### config.mk
export PLATFORM = sky130hd
export DESIGN_NAME = tengbaser_infrastructure
export DESIGN_NICKNAME = d
export VERILOG_FILES = /design/src/hw/tengbaser_rst_pkg.sv /design/src/hw/tengbaser_mgmt_pkg.sv /design/src/hw/tengbaser_reset_seq.sv /design/src/hw/tengbaser_status_latch.sv /design/src/hw/tengbaser_infrastructure.sv
export VERILOG_INCLUDE_DIRS = /design/src /design/src/hw
export SDC_FILE = /design/constraint.sdc
export NUM_CORES = 1
export LEC_CHECK = 0
export BUFFER_PORTS_ARGS = -buffer_cell sky130_fd_sc_hd__clkbuf_2
export CAP_MARGIN = 10
export CORE_MARGIN = 5
export CORE_UTILIZATION = 50
export CTS_CLUSTER_DIAMETER = 150
export DETAILED_ROUTE_END_ITERATION = 10
export PLACE_DENSITY = 0.74
export SLEW_MARGIN = 30
export SYNTH_ARGS = -nofsm -noshare
export SYNTH_HDL_FRONTEND = slang
export SYNTH_SLANG_ARGS = --single-unit
### constraint.sdc
create_clock -name core_clk -period 5.01 [get_ports core_clk]
set_input_delay 0.7515 -clock core_clk [delete_from_list [all_inputs] [get_ports core_clk]]
set_output_delay 0.7515 -clock core_clk [all_outputs]
set_load 0.01 [all_outputs]
### src/hw/tengbaser_macros.svh
`ifndef TENGBASER_MACROS_SVH
`define TENGBASER_MACROS_SVH

// reset sequencer intervals, in core_clk cycles

// qpllreset hold after reset release
`define TENGBASER_RST_HOLD_CYCLES 16

// wait for qplllock before restarting the hold
`define TENGBASER_LOCK_TIMEOUT 256

// gttxreset / gtrxreset pulse width
`define TENGBASER_GT_RST_CYCLES 8

// status counter widths, sized like the pcs status vector fields

// errored block count, status bits 279:272
`define TENGBASER_ERR_BLK_W 8

// ber count, status bits 285:280
`define TENGBASER_BER_W 6

// test pattern error count, status bits 303:288
`define TENGBASER_TPE_W 16

`endif

### src/hw/tengbaser_rst_pkg.sv
`default_nettype none

package tengbaser_rst_pkg;

  // bring-up order of the transceiver resets
  typedef enum logic [1:0] {
    RST_HOLD      = 2'd0,
    RST_WAIT_LOCK = 2'd1,
    RST_GT        = 2'd2,
    RST_DONE      = 2'd3
  } rst_state_e;

  // reset outputs toward qpll, gt and the core datapath
  typedef struct packed {
    logic qpllreset;
    logic gttxreset;
    logic gtrxreset;
    logic txuserrdy;
    logic reset_counter_done;
    logic areset_core;
  } gt_rst_t;

  // per-state output levels
  function automatic gt_rst_t decode_gt_rst(input rst_state_e state);
    gt_rst_t r;
    // everything held by default
    r.qpllreset          = 1'b1;
    r.gttxreset          = 1'b1;
    r.gtrxreset          = 1'b1;
    r.txuserrdy          = 1'b0;
    r.reset_counter_done = 1'b0;
    r.areset_core        = 1'b1;
    // qpll runs once the hold is over
    if (state != RST_HOLD) begin
      r.qpllreset = 1'b0;
    end
    // gt and datapath released together at the end
    if (state == RST_DONE) begin
      r.gttxreset          = 1'b0;
      r.gtrxreset          = 1'b0;
      r.txuserrdy          = 1'b1;
      r.reset_counter_done = 1'b1;
      r.areset_core        = 1'b0;
    end
    return r;
  endfunction

endpackage

`default_nettype wire

### src/hw/tengbaser_mgmt_pkg.sv
`default_nettype none

`include "tengbaser_macros.svh"

package tengbaser_mgmt_pkg;

  // raw pcs status from the receive path
  typedef struct packed {
    // levels
    logic block_lock;
    logic hiber;
    // one-cycle strobes, one count per high cycle
    logic err_block;
    logic ber_event;
    logic test_patt_err;
  } pcs_raw_t;

  // management clears, config vector bits 518 and 519
  typedef struct packed {
    logic clear_pcs_status2;
    logic clear_test_patt_err_count;
  } mgmt_ctrl_t;

  // management status as seen on the status vector
  typedef struct packed {
    // live levels, registered once
    logic rx_locked;
    logic hiber;
    logic link_status;
    // latched until clear_pcs_status2
    logic rx_locked_ll;
    logic hiber_lh;
    // saturating event counts
    logic [`TENGBASER_ERR_BLK_W-1:0] err_block_count;
    logic [`TENGBASER_BER_W-1:0]     ber_count;
    logic [`TENGBASER_TPE_W-1:0]     test_patt_err_count;
  } pcs_status_t;

endpackage

`default_nettype wire

### src/hw/tengbaser_reset_seq.sv
`default_nettype none

`include "tengbaser_macros.svh"

module tengbaser_reset_seq (
  input  logic                      core_clk,
  input  logic                      rst,
  input  logic                      qplllock,
  output tengbaser_rst_pkg::gt_rst_t gt_rst
);

  import tengbaser_rst_pkg::*;

  // one counter serves hold, timeout and gt pulse
  // sized for the longest interval
  localparam int cnt_w = $clog2(`TENGBASER_LOCK_TIMEOUT);

  // load values, counter runs down to zero
  localparam logic [cnt_w-1:0] hold_load = cnt_w'(`TENGBASER_RST_HOLD_CYCLES - 1);
  localparam logic [cnt_w-1:0] timeout_load = cnt_w'(`TENGBASER_LOCK_TIMEOUT - 1);
  localparam logic [cnt_w-1:0] gt_load = cnt_w'(`TENGBASER_GT_RST_CYCLES - 1);

  rst_state_e state;
  rst_state_e state_next;

  logic [cnt_w-1:0] cnt;
  logic [cnt_w-1:0] cnt_next;
  logic             cnt_zero;

  // last cycle of the current interval
  assign cnt_zero = (cnt == '0);

  always_comb begin
    state_next = state;
    cnt_next   = cnt;
    case (state)
      // qpll held in reset for the hold interval
      RST_HOLD: begin
        if (cnt_zero) begin
          state_next = RST_WAIT_LOCK;
          cnt_next   = timeout_load;
        end else begin
          cnt_next = cnt - 1'b1;
        end
      end

      // first cycle with lock moves on
      RST_WAIT_LOCK: begin
        if (qplllock) begin
          state_next = RST_GT;
          cnt_next   = gt_load;
        end else if (cnt_zero) begin
          // no lock in time, start over with a fresh qpll reset
          state_next = RST_HOLD;
          cnt_next   = hold_load;
        end else begin
          cnt_next = cnt - 1'b1;
        end
      end

      // gt resets pulse while lock holds
      RST_GT: begin
        if (!qplllock) begin
          state_next = RST_HOLD;
          cnt_next   = hold_load;
        end else if (cnt_zero) begin
          state_next = RST_DONE;
        end else begin
          cnt_next = cnt - 1'b1;
        end
      end

      // running, watch for lock loss
      RST_DONE: begin
        if (!qplllock) begin
          state_next = RST_HOLD;
          cnt_next   = hold_load;
        end
      end

      default: begin
        state_next = RST_HOLD;
        cnt_next   = hold_load;
      end
    endcase
  end

  // outputs come from the next state so they line up with the state register
  // and leave a flop, no decode glitches on the reset lines
  always_ff @(posedge core_clk) begin
    if (rst) begin
      state  <= RST_HOLD;
      cnt    <= hold_load;
      gt_rst <= decode_gt_rst(RST_HOLD);
    end else begin
      state  <= state_next;
      cnt    <= cnt_next;
      gt_rst <= decode_gt_rst(state_next);
    end
  end

endmodule

`default_nettype wire

### src/hw/tengbaser_status_latch.sv
`default_nettype none

`include "tengbaser_macros.svh"

module tengbaser_status_latch (
  input  logic                            core_clk,
  input  logic                            rst,
  input  logic                            areset_core,
  input  tengbaser_mgmt_pkg::pcs_raw_t    pcs_raw,
  input  tengbaser_mgmt_pkg::mgmt_ctrl_t  mgmt_ctrl,
  output tengbaser_mgmt_pkg::pcs_status_t pcs_status
);

  localparam int err_w = `TENGBASER_ERR_BLK_W;
  localparam int ber_w = `TENGBASER_BER_W;
  localparam int tpe_w = `TENGBASER_TPE_W;

  // saturation points
  localparam logic [tpe_w-1:0] err_top = {{(tpe_w - err_w){1'b0}}, {err_w{1'b1}}};
  localparam logic [tpe_w-1:0] ber_top = {{(tpe_w - ber_w){1'b0}}, {ber_w{1'b1}}};
  localparam logic [tpe_w-1:0] tpe_top = {tpe_w{1'b1}};

  // datapath held until the transceivers are up
  logic dp_rst;

  assign dp_rst = rst | areset_core;

  // next count, evaluated at the widest width
  // clear beats a same-cycle event, stop at top
  function automatic logic [tpe_w-1:0] sat_next(
    input logic [tpe_w-1:0] cur,
    input logic [tpe_w-1:0] top,
    input logic             ev,
    input logic             clr
  );
    if (clr) begin
      return '0;
    end
    if (ev && (cur != top)) begin
      return cur + 1'b1;
    end
    return cur;
  endfunction

  always_ff @(posedge core_clk) begin
    if (dp_rst) begin
      pcs_status.rx_locked           <= 1'b0;
      pcs_status.hiber               <= 1'b1;
      pcs_status.link_status         <= 1'b0;
      pcs_status.rx_locked_ll        <= 1'b0;
      pcs_status.hiber_lh            <= 1'b1;
      pcs_status.err_block_count     <= '0;
      pcs_status.ber_count           <= '0;
      pcs_status.test_patt_err_count <= '0;
    end else begin
      // live levels
      pcs_status.rx_locked   <= pcs_raw.block_lock;
      pcs_status.hiber       <= pcs_raw.hiber;
      pcs_status.link_status <= pcs_raw.block_lock & ~pcs_raw.hiber;

      // latched low, rises only when a clear reloads it
      if (mgmt_ctrl.clear_pcs_status2) begin
        pcs_status.rx_locked_ll <= pcs_raw.block_lock;
      end else if (!pcs_raw.block_lock) begin
        pcs_status.rx_locked_ll <= 1'b0;
      end

      // latched high, mirror image
      if (mgmt_ctrl.clear_pcs_status2) begin
        pcs_status.hiber_lh <= pcs_raw.hiber;
      end else if (pcs_raw.hiber) begin
        pcs_status.hiber_lh <= 1'b1;
      end

      // errored blocks and ber share the status2 clear
      pcs_status.err_block_count <= err_w'(sat_next(
        pcs_status.err_block_count, err_top,
        pcs_raw.err_block, mgmt_ctrl.clear_pcs_status2));
      pcs_status.ber_count <= ber_w'(sat_next(
        pcs_status.ber_count, ber_top,
        pcs_raw.ber_event, mgmt_ctrl.clear_pcs_status2));

      // test pattern errors have their own clear
      pcs_status.test_patt_err_count <= sat_next(
        pcs_status.test_patt_err_count, tpe_top,
        pcs_raw.test_patt_err, mgmt_ctrl.clear_test_patt_err_count);
    end
  end

endmodule

`default_nettype wire

### src/hw/tengbaser_infrastructure.sv
`default_nettype none

module tengbaser_infrastructure (
  // 156.25 MHz core clock
  input  logic                            core_clk,
  input  logic                            rst,
  // qpll lock from the common block
  input  logic                            qplllock,
  // raw pcs status and management clears
  input  tengbaser_mgmt_pkg::pcs_raw_t    pcs_raw,
  input  tengbaser_mgmt_pkg::mgmt_ctrl_t  mgmt_ctrl,
  // transceiver and datapath resets
  output tengbaser_rst_pkg::gt_rst_t      gt_rst,
  // latched management status
  output tengbaser_mgmt_pkg::pcs_status_t pcs_status
);

  // qpll / gt reset bring-up
  tengbaser_reset_seq reset_seq_i (
    .core_clk (core_clk),
    .rst      (rst),
    .qplllock (qplllock),
    .gt_rst   (gt_rst)
  );

  // status latching, held in reset until the datapath is released
  // also cleared again on any lock loss through areset_core
  tengbaser_status_latch status_latch_i (
    .core_clk    (core_clk),
    .rst         (rst),
    .areset_core (gt_rst.areset_core),
    .pcs_raw     (pcs_raw),
    .mgmt_ctrl   (mgmt_ctrl),
    .pcs_status  (pcs_status)
  );

endmodule

`default_nettype wire

---- Yosys cells after proc, flatten, opt, wreduce, memory -nomap -nowiden ----
Cells that the tools add are included.
storage, ports and cells
  bits in registers ....................... 51
  logic and storage cells ................. 88
cells by class
  add/sub/neg operators ................... 4
  equal/unequal tests ..................... 10
  mux-type cells .......................... 44
  bitwise gates (word level) .............. 3
  reductions and logical operators ........ 11
operators by type and width
  cell                                                   number
  2-to-1 mux 8 bit                                       10
  2-to-1 mux 16 bit                                      4
  one-hot mux 8 bit (4 select lines)                     1
  2-to-1 mux 1 bit                                       18
  2-to-1 mux 6 bit                                       3
  adder 16 x 1 -> 16 bit, second input constant          1
  inequality test 16 bit, second input constant          1
  2-to-1 mux 2 bit                                       6
  nonzero test 2 bit                                     5
  adder 8 x 1 -> 8 bit, second input constant            1
  logical NOT 8 bit                                      1
  inequality test 8 bit, second input constant           1
  one-hot mux 2 bit (4 select lines)                     1
  subtractor 8 x 1 -> 8 bit, second input constant       1
  adder 6 x 1 -> 6 bit, second input constant            1
  == test 2 bit, second input constant                   3
  inequality test 6 bit, second input constant           1
  2-to-1 mux 5 bit                                       1
  logical AND 1 bit                                      3
  inequality test 3 bit, second input constant           1
  == test 2 x 1 -> 1 bit, second input constant          1
  logical NOT 2 bit                                      1
  inequality test 2 x 1 -> 1 bit, second input constant  1
  inequality test 2 bit, second input constant           1
  other kinds (4)                                        4

---- Longest topological paths before layout ----
  depth in word-level cells ............... 7
  depth in mapped cells ................... 8
  gate-level depth less buffers ........... 7

---- Modules after synthesis ----
A second synthesis with hierarchy kept.
unflattened totals
  cells, all modules ...................... 276
  area, all modules ....................... 2399.8 um^2
by module, submodules not included
  module                  instances  cells an instance  area each (um^2)  sequential area each (um^2)
  tengbaser_status_latch  1          183                1646.6            700.7
  tengbaser_reset_seq     1          93                 753.2             260.2

---- Worst setup path after synthesis ----
Ideal clock, no wire load.
  path type ............................... flip-flop to flip-flop
  from .................................... reg reset_seq_i.cnt[0]
  to ...................................... reg reset_seq_i.cnt[4]
  setup time .............................. 122 ps
  arrival ................................. 1814 ps
  data required time ...................... 4888 ps
  setup slack ............................. 3074 ps
  cell stages (with the launch flop) ...... 8
  cells stage by stage .................... dfxtp_1 -> inv_1 -> ha_1 -> or3b_2 -> clkbuf_1 -> o31ai_4 -> a2111oi_1 -> a311o_1
between the ends
  cells in the longest elaborated chain, start to end .. 4
  elaborated cells between the ends (all ways) .. 10
  classes of those cells .................. 1 x add/sub; 1 x eq/ne; 6 x mux; 2 x reduce/logical
RTL lines
  element                                                                line                                                  RTL
  start: declaration                                                     tengbaser_reset_seq.sv:26                             logic [cnt_w-1:0] cnt;
  start signal: assignment                                               tengbaser_reset_seq.sv:93                             cnt <= hold_load;
  start signal: assignment                                               tengbaser_reset_seq.sv:97                             cnt <= cnt_next;
  subtractor 8 x 1 -> 8 bit / logical NOT 8 bit (equally long branches)  n/a
  2-to-1 mux 8 bit (on tied branches)                                    tengbaser_reset_seq.sv:66, tengbaser_reset_seq.sv:52
  2-to-1 mux 8 bit (on tied branches)                                    tengbaser_reset_seq.sv:63, tengbaser_reset_seq.sv:49
  one-hot mux 8 bit (4 select lines)                                     tengbaser_reset_seq.sv:36                             case (state)
Several ways; a longest one is shown, not always the timed one. The select of a mux whose other input is x is not followed.
A chain may end at the register's enable or synchronous reset.

---- Final worst setup path ----
  from .................................... reg reset_seq_i.cnt[0]
  to ...................................... reg reset_seq_i.cnt[5]
Same word-level chain as after synthesis.

==> flow_summary.ini <==
[clock_tree]
numCtsBuffers = 5
cts_max_path_buffers = 2
hold_buffers = 0
clock_latency_ns = 0.30
clk_pin_slew_ns = 0.08
htreeDepth = 2
clock_tree.root_cell = clkbuf_8
cts_tree = done
cts-resized-gates = 0
post-cts-setup-buffer-count = 0
cts_sinks = 48

[logic_synthesis]
ys_top_cells_by_area = dfxtp_1 (40%), nand2_1 (4.1%), a21oi_1 (4.0%)
yosys.area_share.simple = 0.240
synth_area_mm2 = 0.00240
synth.top_cell.area_share = 0.401
synth_compound_area_frac = 0.221
synthesis.nets = 294
syn_inst = 279
synth_edf_count = 0
synth_area_per_cell_um2 = 8.59
synth_xor_area_frac = 0.0329
synthArstFlopShare = 0
post_synth_num_cell_types = 53
synth_ff_type = dfxtp_1
yosysTopAreaCell = dfxtp_1
synthAdderAreaFrac = 0.0261
synth_top_family_by_area = simple AND/OR/NAND/NOR gates
yosysSeqAreaShare = 0.401
synth_mux_area_frac = 0.0292
yosys_warnings = 0
synth-seq-cells = 48

[finish]
layout-drive-gt1-share = 0.198
diodes = 0
synthToLayoutAreaGrowth_pct = 15.0
final_nets = 337
utilization = 0.587

[global_route]
grt_pass1_vias = 2003
grt_use_total = 0.173
grt_antenna_before_repair = 0
grt_pass1_wl_mm = 8.78
grt-ovfl-total = 0
grt_start_max_net_pins = 16

[floorplan]
rows = 25
die_area_mm2 = 0.00628
ios = 51
dieWidth_um = 79.2
core_mm2 = 0.00469
initial_core_util = 0.511
die_y_um = 79.2

[detailed_routing]
post_drt_wl_per_cell_um = 13.7
wirelength_mm = 5.17
drt_first_pass_iters = 4
dr_total_vias = 2223
ant_nets = 0
drc_errors = 0
viasPerCell = 5.90
drtIter0Drc = 96

[run_status]
status = finished clean

[sta]
fin_skew_ns = 0.00686
fin_crit_ns = 2.09
max-slew-margin-rel = 0.493
hold_viol = 0
rsz0062_at_grt = false
fmax_mhz = 477
tightest_slew_ns = 0.753
drv_slew = 0
period_share = 0.418
tns_ns = 0
setup_viol = 0

[worst_setup_path]
worstReg2RegEnd = reset_seq_i.cnt[5]
ff2ff_path_depth = 6
cp.required_ns = 5.23
end_kind = flop
worst-setup-path-type = reg -> reg
ff2ff_setup_slack_ns = 2.92
startpoint = reset_seq_i.cnt[0]
cp-start-kind = flop
critPathMaxFanout = 7
r2r-start = reset_seq_i.cnt[0]
critPathCapture = reset_seq_i.cnt[5]
cp.arrival_ns = 2.31

[power]
p_leak_nw = 1.04
ir_drop_mv = 0.122
power.density_mw_per_mm2 = 248

[placement]
io_buffers = 50
gp_congestion = 0.885
dp_hpwl_mm = 3.86

[worst_hold_path]
hold_path_class = reg -> reg
worstHoldStart = status_latch_i.pcs_status[31]

[flow_run]
max_cap_violations = 0
per-layer routing:
metal  track usage  vias up  share of wire
li1              -     1130              -
met1         0.206     1036           0.44
met2         0.302       52           0.49
met3        0.0374        5          0.048
met4        0.0653        0          0.013
met5             0        -              0
power breakdown:
part           internal [mW]  leakage [nW]  switching [mW]
clock network          0.148        0.0552           0.124
registers              0.384         0.387         0.00436
logic                 0.0103         0.594          0.0132
state kept, by name (all words and copies together), names as in the netlist:
name                       cells
reset_seq_i.gt_rst             3
reset_seq_i.cnt                8
reset_seq_i.state              2
status_latch_i.pcs_status     35
synthesized netlist by cell type, types with 2 or more instances:
master / instances
a2111oi_1: 2
a211oi_1: 3
a21boi_0: 2
a21o_1: 3
a21oi_1: 19
a311o_1: 2
a311oi_1: 2
a31oi_1: 2
a41oi_1: 2
and2_1: 2
and3_1: 8
and4_1: 3
buf_2: 3
buf_4: 4
clkbuf_1: 7
dfxtp_1: 48
ha_1: 5
inv_1: 13
mux2i_1: 7
nand2_1: 26
nand2b_1: 3
nand3_1: 11
nand4_1: 3
nor2_1: 19
nor2b_1: 2
nor3_1: 8
nor3b_1: 3
nor4_1: 4
o2111ai_1: 2
o211ai_1: 4
o21ai_0: 9
o311ai_0: 2
o31ai_1: 6
o41ai_1: 2
or3_1: 7
or4_1: 7
xor2_1: 8
layout make-up:
| cell class | instances | area [µm²] |
|---|---|---|
| fillers | 416 | 1940 |
| multi-input cells | 204 | 1320 |
| flip-flops and latches | 48 | 961 |
| repair buffers | 50 | 250 |
| clock buffers | 6 | 72.6 |
| well taps | 54 | 67.6 |
| inverters | 13 | 48.8 |
| clock inverters | 2 | 35.0 |
cell usage in the layout (no fill, tap or decap), types with 3 or more instances in the layout:
cell type  count
nand4_1        3
ha_1           5
nor4_1         4
and4_1         3
mux2i_1        7
o21ai_0        9
a211oi_1       3
xor2_1         8
o31ai_1        6
clkbuf_8       5
a21o_1         3
or4_1          7
or3_1          7
a21oi_1       19
nand2_1       26
nor3_1         7
inv_1         13
and3_1         8
nand2b_1       3
dfxtp_1       48
nor3b_1        3
nor2_1        19
clkbuf_2      50
o211ai_1       4
nand3_1       11
worst max-delay path: stages, from the launching register on:
cell      delay, ns
dfxtp_1        0.35
inv_1          0.09
ha_1           0.15
or3b_2         0.56
o21ai_1        0.47
nand3_1        0.13
a211oi_1       0.25
stage by stage:
stage                     power (mW)  hold slack (ns)  std cells  setup slack, ns  area [µm²]
after detailed placement       0.421            0.464        369             2.69        2640
after CTS                      0.693            0.485        377             2.92        2750
after floorplan                0.412            0.477        279             3.07        2400
after global placement         0.420            0.452        369             2.79        2640
after global routing           0.713            0.515        377             2.78        2760
final                          0.684            0.484        377             2.92        2760
cells by family after synthesis:
kind of cell / count (synthesis)
buffers and inverters: 27
muxes: 7
xor gates and xnor gates: 9
AOI/OAI and AO/OA: 74
and+or+nand+nor: 109
DFF: 48
adders and majority gates: 5
worst min path at each step:
stage / to / slack [ns] / cells after the start
6_report: status_latch_i.pcs_status[31] / 0.48 / 1
3_5_place_dp: status_latch_i.pcs_status[31] / 0.46 / 1
2_1_floorplan: reset_seq_i.cnt[0] / 0.48 / 1
4_1_cts: status_latch_i.pcs_status[31] / 0.48 / 1
3_3_place_gp: status_latch_i.pcs_status[31] / 0.45 / 1
5_1_grt: status_latch_i.pcs_status[31] / 0.52 / 1
No activity file was read; power rests on OpenSTA's default activity.
